`src/pcs_rx_pkg.sv`:
```
package pcs_rx_pkg;

    // Transceiver and XGMII word geometry
    localparam int DATA_WIDTH  = 32;
    localparam int DATA_NBYTES = DATA_WIDTH / 8;

    typedef logic [DATA_WIDTH-1:0]  word_t;
    typedef logic [DATA_NBYTES-1:0] lane_mask_t;
    typedef logic [1:0]             sync_hdr_t;

    // One transceiver word with its sideband flags
    typedef struct packed {
        word_t     data;
        sync_hdr_t header;
        logic      hdr_valid;
        logic      valid;
    } rx_word_t;

    // XGMII control characters
    localparam logic [7:0] RS_IDLE  = 8'h07;
    localparam logic [7:0] RS_START = 8'hfb;
    localparam logic [7:0] RS_TERM  = 8'hfd;
    localparam logic [7:0] RS_ERROR = 8'hfe;

    // Sync headers, first received bit in bit 0
    localparam sync_hdr_t SYNC_DATA = 2'b01;
    localparam sync_hdr_t SYNC_CTRL = 2'b10;

    // Block type field of control blocks
    localparam logic [7:0] BT_IDLE  = 8'h1e;
    localparam logic [7:0] BT_START = 8'h78;
    localparam logic [7:0] BT_TERM0 = 8'h87;
    localparam logic [7:0] BT_TERM1 = 8'h99;
    localparam logic [7:0] BT_TERM2 = 8'haa;
    localparam logic [7:0] BT_TERM3 = 8'hb4;
    localparam logic [7:0] BT_TERM4 = 8'hcc;
    localparam logic [7:0] BT_TERM5 = 8'hd2;
    localparam logic [7:0] BT_TERM6 = 8'he1;
    localparam logic [7:0] BT_TERM7 = 8'hff;

    typedef enum logic [1:0] {
        LOCK_INIT,
        LOCK_TEST,
        LOCK_GOOD
    } lock_state_t;

    typedef enum logic {
        FIRST,
        SECOND
    } half_t;

endpackage
```
`src/pcs_rx.sv`:
```
`timescale 1ns/1ps

module pcs_rx
    import pcs_rx_pkg::*;
#(
    parameter int SCRAMBLER_BYPASS = 0,
    parameter int LOCK_COUNT       = 64,
    parameter int BAD_LIMIT        = 16
) (
    input  logic       xver_rx_clk,
    input  logic       rx_reset,

    // Transceiver side, external gearbox
    input  word_t      i_xver_rx_data,
    input  sync_hdr_t  i_xver_rx_header,
    input  logic       i_xver_rx_data_valid,
    input  logic       i_xver_rx_header_valid,
    output logic       o_xver_rx_gearbox_slip,

    // XGMII side, valid is non standard
    output word_t      o_xgmii_rx_data,
    output lane_mask_t o_xgmii_rx_ctl,
    output logic       o_xgmii_rx_valid,
    output lane_mask_t o_term_loc,
    output logic       o_block_lock
);

    rx_word_t   rx_in;
    rx_word_t   rx_descr;
    word_t      dec_data;
    lane_mask_t dec_ctl;
    logic       dec_valid;

    assign rx_in.data      = i_xver_rx_data;
    assign rx_in.header    = i_xver_rx_header;
    assign rx_in.hdr_valid = i_xver_rx_header_valid;
    assign rx_in.valid     = i_xver_rx_data_valid;

    block_lock #(
        .LOCK_COUNT (LOCK_COUNT),
        .BAD_LIMIT  (BAD_LIMIT)
    ) u_block_lock (
        .xver_rx_clk  (xver_rx_clk),
        .rx_reset     (rx_reset),
        .i_header     (rx_in.header),
        .i_hdr_valid  (rx_in.hdr_valid),
        .o_slip       (o_xver_rx_gearbox_slip),
        .o_block_lock (o_block_lock)
    );

    rx_descrambler #(
        .SCRAMBLER_BYPASS (SCRAMBLER_BYPASS)
    ) u_rx_descrambler (
        .xver_rx_clk (xver_rx_clk),
        .rx_reset    (rx_reset),
        .i_word      (rx_in),
        .o_word      (rx_descr)
    );

    rx_decoder u_rx_decoder (
        .xver_rx_clk  (xver_rx_clk),
        .rx_reset     (rx_reset),
        .i_word       (rx_descr),
        .i_block_lock (o_block_lock),
        .o_data       (dec_data),
        .o_ctl        (dec_ctl),
        .o_valid      (dec_valid)
    );

    xgmii_rx_out u_xgmii_rx_out (
        .xver_rx_clk      (xver_rx_clk),
        .rx_reset         (rx_reset),
        .i_data           (dec_data),
        .i_ctl            (dec_ctl),
        .i_valid          (dec_valid),
        .o_xgmii_rx_data  (o_xgmii_rx_data),
        .o_xgmii_rx_ctl   (o_xgmii_rx_ctl),
        .o_xgmii_rx_valid (o_xgmii_rx_valid),
        .o_term_loc       (o_term_loc)
    );

endmodule

```
`src/xgmii_rx_out.sv`:
```
`timescale 1ns/1ps

module xgmii_rx_out
    import pcs_rx_pkg::*;
(
    input  logic       xver_rx_clk,
    input  logic       rx_reset,
    input  word_t      i_data,
    input  lane_mask_t i_ctl,
    input  logic       i_valid,
    output word_t      o_xgmii_rx_data,
    output lane_mask_t o_xgmii_rx_ctl,
    output logic       o_xgmii_rx_valid,
    output lane_mask_t o_term_loc
);

    lane_mask_t term_hit;

    // Terminate lane found here so the MAC needs no byte search
    always_comb begin
        for (int k = 0; k < DATA_NBYTES; k++) begin
            term_hit[k] = i_valid && i_ctl[k] && (i_data[8*k +: 8] == RS_TERM);
        end
    end

    always_ff @(posedge xver_rx_clk) begin
        if (rx_reset) begin
            o_xgmii_rx_data  <= '0;
            o_xgmii_rx_ctl   <= '0;
            o_xgmii_rx_valid <= 1'b0;
            o_term_loc       <= '0;
        end else begin
            o_xgmii_rx_data  <= i_data;
            o_xgmii_rx_ctl   <= i_ctl;
            o_xgmii_rx_valid <= i_valid;
            o_term_loc       <= term_hit;
        end
    end

endmodule

```
`src/rx_decoder.sv`:
```
`timescale 1ns/1ps

module rx_decoder
    import pcs_rx_pkg::*;
(
    input  logic       xver_rx_clk,
    input  logic       rx_reset,
    input  rx_word_t   i_word,
    input  logic       i_block_lock,
    output word_t      o_data,
    output lane_mask_t o_ctl,
    output logic       o_valid
);

    half_t      half;
    sync_hdr_t  hdr_q;
    logic [7:0] type_q;
    logic       lock_q;
    sync_hdr_t  blk_hdr;
    logic [7:0] blk_type;
    logic       blk_lock;
    logic [3:0] base;
    logic [3:0] tpos;
    logic [3:0] lane_pos;
    word_t      dec_data;
    lane_mask_t dec_ctl;

    // Number of data bytes ahead of the terminate, 8 when not a terminate type
    function automatic logic [3:0] term_pos(input logic [7:0] btype);
        case (btype)
            BT_TERM0: return 4'd0;
            BT_TERM1: return 4'd1;
            BT_TERM2: return 4'd2;
            BT_TERM3: return 4'd3;
            BT_TERM4: return 4'd4;
            BT_TERM5: return 4'd5;
            BT_TERM6: return 4'd6;
            BT_TERM7: return 4'd7;
            default:  return 4'd8;
        endcase
    endfunction

    always_comb begin
        half = i_word.hdr_valid ? FIRST : SECOND;
        if (half == FIRST) begin
            blk_hdr  = i_word.header;
            blk_type = i_word.data[7:0];
            blk_lock = i_block_lock;
            base     = 4'd0;
        end else begin
            blk_hdr  = hdr_q;
            blk_type = type_q;
            blk_lock = lock_q;
            base     = 4'd4;
        end
        tpos     = term_pos(blk_type);
        lane_pos = '0;
        dec_data = i_word.data;
        dec_ctl  = '0;

        if (!blk_lock || (blk_hdr != SYNC_DATA && blk_hdr != SYNC_CTRL)) begin
            dec_data = {DATA_NBYTES{RS_ERROR}};
            dec_ctl  = '1;
        end else if (blk_hdr == SYNC_CTRL) begin
            if (blk_type == BT_IDLE) begin
                dec_data = {DATA_NBYTES{RS_IDLE}};
                dec_ctl  = '1;
            end else if (blk_type == BT_START) begin
                // Second half of a start block is plain data
                if (half == FIRST) begin
                    dec_data[7:0] = RS_START;
                    dec_ctl[0]    = 1'b1;
                end
            end else if (tpos != 4'd8) begin
                for (int k = 0; k < DATA_NBYTES; k++) begin
                    lane_pos = base + 4'(k);
                    if (lane_pos == tpos) begin
                        dec_data[8*k +: 8] = RS_TERM;
                        dec_ctl[k]         = 1'b1;
                    end else if (lane_pos > tpos) begin
                        dec_data[8*k +: 8] = RS_IDLE;
                        dec_ctl[k]         = 1'b1;
                    end
                end
            end else begin
                dec_data = {DATA_NBYTES{RS_ERROR}};
                dec_ctl  = '1;
            end
        end
    end

    // Block context from the first half
    always_ff @(posedge xver_rx_clk) begin
        if (rx_reset) begin
            hdr_q  <= '0;
            lock_q <= 1'b0;
        end else if (i_word.valid && half == FIRST) begin
            hdr_q  <= i_word.header;
            type_q <= i_word.data[7:0];
            lock_q <= i_block_lock;
        end
    end

    always_ff @(posedge xver_rx_clk) begin
        if (rx_reset) begin
            o_data  <= '0;
            o_ctl   <= '0;
            o_valid <= 1'b0;
        end else begin
            o_valid <= i_word.valid;
            o_data  <= i_word.valid ? dec_data : '0;
            o_ctl   <= i_word.valid ? dec_ctl : '0;
        end
    end

endmodule

```
`src/rx_descrambler.sv`:
```
`timescale 1ns/1ps

module rx_descrambler
    import pcs_rx_pkg::*;
#(
    parameter int SCRAMBLER_BYPASS = 0
) (
    input  logic     xver_rx_clk,
    input  logic     rx_reset,
    input  rx_word_t i_word,
    output rx_word_t o_word
);

    logic [57:0] scr_q;
    logic [57:0] scr_next;
    word_t       descr;

    // x^58 + x^39 + 1, fed with the received scrambled bits
    always_comb begin
        scr_next = scr_q;
        for (int i = 0; i < DATA_WIDTH; i++) begin
            descr[i] = i_word.data[i] ^ scr_next[38] ^ scr_next[57];
            scr_next = {scr_next[56:0], i_word.data[i]};
        end
    end

    always_ff @(posedge xver_rx_clk) begin
        if (rx_reset) begin
            scr_q            <= '1;
            o_word.hdr_valid <= 1'b0;
            o_word.valid     <= 1'b0;
        end else begin
            // State only advances on real words
            if (i_word.valid) begin
                scr_q <= scr_next;
            end
            o_word.hdr_valid <= i_word.hdr_valid;
            o_word.valid     <= i_word.valid;
            o_word.header    <= i_word.header;
            if (SCRAMBLER_BYPASS != 0) begin
                o_word.data <= i_word.data;
            end else begin
                o_word.data <= descr;
            end
        end
    end

endmodule

```
`src/block_lock.sv`:
```
`timescale 1ns/1ps

module block_lock
    import pcs_rx_pkg::*;
#(
    parameter int LOCK_COUNT = 64,
    parameter int BAD_LIMIT  = 16
) (
    input  logic      xver_rx_clk,
    input  logic      rx_reset,
    input  sync_hdr_t i_header,
    input  logic      i_hdr_valid,
    output logic      o_slip,
    output logic      o_block_lock
);

    localparam int CNT_W = $clog2(LOCK_COUNT + 1);

    lock_state_t      state;
    logic [CNT_W-1:0] good_cnt;
    logic [CNT_W-1:0] hdr_cnt;
    logic [CNT_W-1:0] bad_cnt;
    logic [CNT_W-1:0] hold_cnt;
    logic             hdr_good;

    // Only 01 and 10 are legal sync headers
    assign hdr_good = (i_header == SYNC_DATA) || (i_header == SYNC_CTRL);

    always_ff @(posedge xver_rx_clk) begin
        if (rx_reset) begin
            state        <= LOCK_INIT;
            good_cnt     <= '0;
            hdr_cnt      <= '0;
            bad_cnt      <= '0;
            hold_cnt     <= '0;
            o_slip       <= 1'b0;
            o_block_lock <= 1'b0;
        end else begin
            o_slip <= 1'b0;
            if (i_hdr_valid) begin
                if (hold_cnt != '0) begin
                    // Gearbox is still shifting, headers are not judged
                    hold_cnt <= hold_cnt - 1'b1;
                end else begin
                    case (state)
                        LOCK_INIT, LOCK_TEST: begin
                            if (!hdr_good) begin
                                o_slip   <= 1'b1;
                                good_cnt <= '0;
                                hold_cnt <= CNT_W'(LOCK_COUNT);
                                state    <= LOCK_INIT;
                            end else if (good_cnt == CNT_W'(LOCK_COUNT - 1)) begin
                                good_cnt     <= '0;
                                hdr_cnt      <= '0;
                                bad_cnt      <= '0;
                                o_block_lock <= 1'b1;
                                state        <= LOCK_GOOD;
                            end else begin
                                good_cnt <= good_cnt + 1'b1;
                                state    <= LOCK_TEST;
                            end
                        end
                        LOCK_GOOD: begin
                            if (!hdr_good && bad_cnt == CNT_W'(BAD_LIMIT - 1)) begin
                                // Too many bad headers in this window
                                o_block_lock <= 1'b0;
                                o_slip       <= 1'b1;
                                hold_cnt     <= CNT_W'(LOCK_COUNT);
                                state        <= LOCK_INIT;
                            end else if (hdr_cnt == CNT_W'(LOCK_COUNT - 1)) begin
                                hdr_cnt <= '0;
                                bad_cnt <= '0;
                            end else begin
                                hdr_cnt <= hdr_cnt + 1'b1;
                                if (!hdr_good) begin
                                    bad_cnt <= bad_cnt + 1'b1;
                                end
                            end
                        end
                        default: begin
                            state <= LOCK_INIT;
                        end
                    endcase
                end
            end
        end
    end

endmodule

```
`config.mk`:
```
export PLATFORM = sky130hd
export DESIGN_NAME = pcs_rx
export DESIGN_NICKNAME = d
export VERILOG_FILES = /design/src/pcs_rx_pkg.sv /design/src/pcs_rx.sv /design/src/xgmii_rx_out.sv /design/src/rx_decoder.sv /design/src/rx_descrambler.sv /design/src/block_lock.sv
export SDC_FILE = /design/constraint.sdc
export NUM_CORES = 1
export LEC_CHECK = 0
export BUFFER_PORTS_ARGS = -buffer_cell sky130_fd_sc_hd__buf_2
export CORE_MARGIN = 2
export CORE_UTILIZATION = 40
export DETAILED_ROUTE_END_ITERATION = 8
export PLACE_DENSITY = 0.61
export SLEW_MARGIN = 40
export SYNTH_ARGS = -nofsm -noshare
export SYNTH_HDL_FRONTEND = slang
export SYNTH_HIERARCHICAL = 1
export SYNTH_SLANG_ARGS = --single-unit
```
`constraint.sdc`:
```
create_clock -name xver_rx_clk -period 2.85 [get_ports xver_rx_clk]
set_input_delay 0.1425 -clock xver_rx_clk [delete_from_list [all_inputs] [get_ports xver_rx_clk]]
set_output_delay 0.1425 -clock xver_rx_clk [all_outputs]
set_load 0.05 [all_outputs]
```
==> metrics <==
power density cells 670 nW/um^2; skew final 0.0121 ns; Post-synth ARST share 0; num ports 81; peak supply drop 0.395 mV; Setup TNS Final 0 ns; ANT cells 0; antenna violations before repair 0; # H-tree levels 1; synthesized instance count 852; register area 4730 sq um; Chip Height 153 um; syn_nets 898; number of vias per cell 5.16; ys flop type dfxtp_1; Port-buffer cells 80; Unique masters post-synth 68; DR iter-0 viols 471; area delta synth->final 22.2%; width of the die 153 um; Max Slew Vio Count 0; DRT Wirelength 19.9 mm; endpoints failing setup 0; Crit. Startpoint u_rx_descrambler/o_word[1]$_SDFF_PP0_; f_max 363 MHz; Multi-input gate area 4050 sq um; max-cap violations 0; die footprint 23600 sq um; routed via count 6601; Seq/Total Area, Yosys 0.528; slew margin rel. 0.487; synth warn 6; post-synth top area cell dfxtp_1; Hold Crit Start rx_reset; top-area cell type share of the netlist area 0.387; area post-placement 9700 sq um; dpl hpwl 13.7 mm; clk sink count 215; wire length per cell 15.6 um; CTS buffer count 23; post-route total power 7.32 mW; # rows 54; final instance area 10900 sq um; Max clock buf depth 3; drt first pass iters 6; # fillers 2049; CTS clk-pin slew, worst paths 0.06 ns; Starting Density 0.408; Hold WC Path Type in2reg; critical path arrival 3.20 ns; Worst R2R Start u_rx_descrambler/o_word[1]$_SDFF_PP0_; final hold violation count 0; residual DRC count 0; Root Driver clkbuf_16; core area 21900 sq um; WS Path Type reg2reg; mapped cell area 8940 sq um; outcome completed; synthesized flop and latch total 215; Util after Layout 0.499; CP Capture Type register; worst-path maximum fanout 19; ratio of cells with drive above 1 in the final layout 0.184; Clock Latency Late Sink 0.51 ns; most common cell in the netlist dfxtp_1; # nets final 1029; CTS tree yes; crit share post-route 0.966; Worst Path Required 3.30 ns; crit start category register; fin crit period 2.75 ns; placer congestion estimate 0.886; vias in the first global route 6048; first-pass GRT wire length 31.9 mm; largest net degree at the start of global routing 60; Congestion Overflow GR 0; worst-margin pin slew 0.766 ns; GRT Util Overall 0.164; leak pwr 4.56 nW; dominant cells by area after synthesis dfxtp_1 (39%), edfxtp_1 (14%), mux2i_1 (6.7%); synth cell count leaders dfxtp_1 (173), nand2_1 (94), xnor2_1 (65), mux2i_1 (60), a21oi_1 (48); Syn Area/Cell 10.5 sq um; Post-synth EDFFs 42; Final ANT Viol Nets 0
layer usage:
| layer | vias up | wire, um | GRT usage |
|---|---|---|---|
| met3 | 47 | 1050 | 0.0316 |
| met1 | 3069 | 9540 | 0.233 |
| met2 | 193 | 8800 | 0.251 |
| li1 | 3292 | - | - |
| met5 | - | 0 | 0 |
| met4 | 0 | 523 | 0.0533 |
what timing repair did:
| item | in CTS | in global routing |
|---|---|---|
| hold endpoints to repair | 37 | 0 |
| setup buffers | 0 | 3 |
| setup endpoints to repair | 0 | 17 |
| hold buffers | 35 | 0 |
| gates resized for setup | 0 | 21 |
cell type report:
type                    count  area share
inverters                  13     0.00447
clock buffers              27      0.0541
multi-input cells         584       0.371
well taps                 280      0.0321
clock inverters            15      0.0115
repair buffers            146      0.0945
flip-flops and latches    215       0.433
placed cells by master, fill, tap and decap left out, drive strengths merged, types with 3 or more instances in the layout:
master         n
nor2          33
nand2b         4
dlygate4sd3   35
or2            6
clkbuf        28
and3          12
nand2         94
o22ai         16
nor3          24
or4            5
edfxtp        42
mux2i         60
a21o          19
clkinv        12
nand3b         3
o21a           8
buf          110
or3            7
nand3         17
nor2b         43
a21oi         48
a311oi         8
dfxtp        173
nand4b         8
inv           13
and2           5
o21ai         16
xnor2         65
o31ai          3
nand4          5
a31oi          9
ha             8
a211o          6
and3b         11
nor4           4
nor3b         11
flip-flops by register name, summed over array words and instances, names as in the netlist, 2 cells and up:
signal	cells
u_rx_decoder/hdr_q	2
u_block_lock/hdr_cnt	7
u_rx_decoder/type_q	8
u_rx_decoder/o_ctl	4
u_block_lock/good_cnt	7
u_xgmii_rx_out/o_xgmii_rx_ctl	4
u_xgmii_rx_out/o_xgmii_rx_data	32
u_xgmii_rx_out/o_term_loc	4
u_block_lock/hold_cnt	7
u_block_lock/bad_cnt	7
u_block_lock/state	2
u_rx_descrambler/scr_q	58
u_rx_decoder/o_data	32
u_rx_descrambler/o_word	36
critical path: stages, from the launching register on:
cell and delay [ns]:
dfxtp_2 0.36, clkbuf_16 0.20, nor3_2 0.23, o22ai_1 0.12
a21oi_1 0.19, or2_2 0.16, inv_1 0.05, ha_1 0.32
o221ai_1 0.14, or3_4 0.45, a311oi_4 0.35, a21o_1 0.13
power breakdown:
| group | switching [mW] | internal, mW |
|---|---|---|
| Sequential | 0.142 | 3.31 |
| Clock | 1.16 | 1.66 |
| Combinational | 0.591 | 0.448 |
| Total | 1.90 | 5.42 |
kinds of logic after synthesis:
kind of cell	count (synthesis)	share of synthesized area
compound gates	153	0.119
xor+xnor	66	0.0647
fa+ha+maj	8	0.0112
buf+inv	53	0.0309
flops	215	0.528
mux	62	0.0697
simple gates	295	0.176
worst paths after layout:
check / to / slack, ns / cells past startpoint
worst max-delay path: u_rx_decoder/o_data[12]$_SDFF_PP0_ / 0.1 / 11
worst min-delay path: u_rx_decoder/hdr_q[1]$_SDFFE_PP0P_ / 0.12 / 3
worst max register to register: u_rx_decoder/o_data[12]$_SDFF_PP0_ / 0.1 / 11
worst min register to register: u_xgmii_rx_out/o_term_loc[0]$_SDFF_PP0_ / 0.43 / 1
per-stage QoR:
step / setup slack [ns] / cells / hold WS, ns
finish: 0.0956 / 1280 / 0.117
global route: -0.0274 / 1280 / 0.133
CTS: 0.000260 / 1276 / 0.108
detailed placement: 0.0328 / 1199 / 0.388
global placement: 0.0491 / 1199 / 0.385
floorplan: 0.0772 / 852 / 0.212
Note: power is estimated with default switching activity, not from simulation.
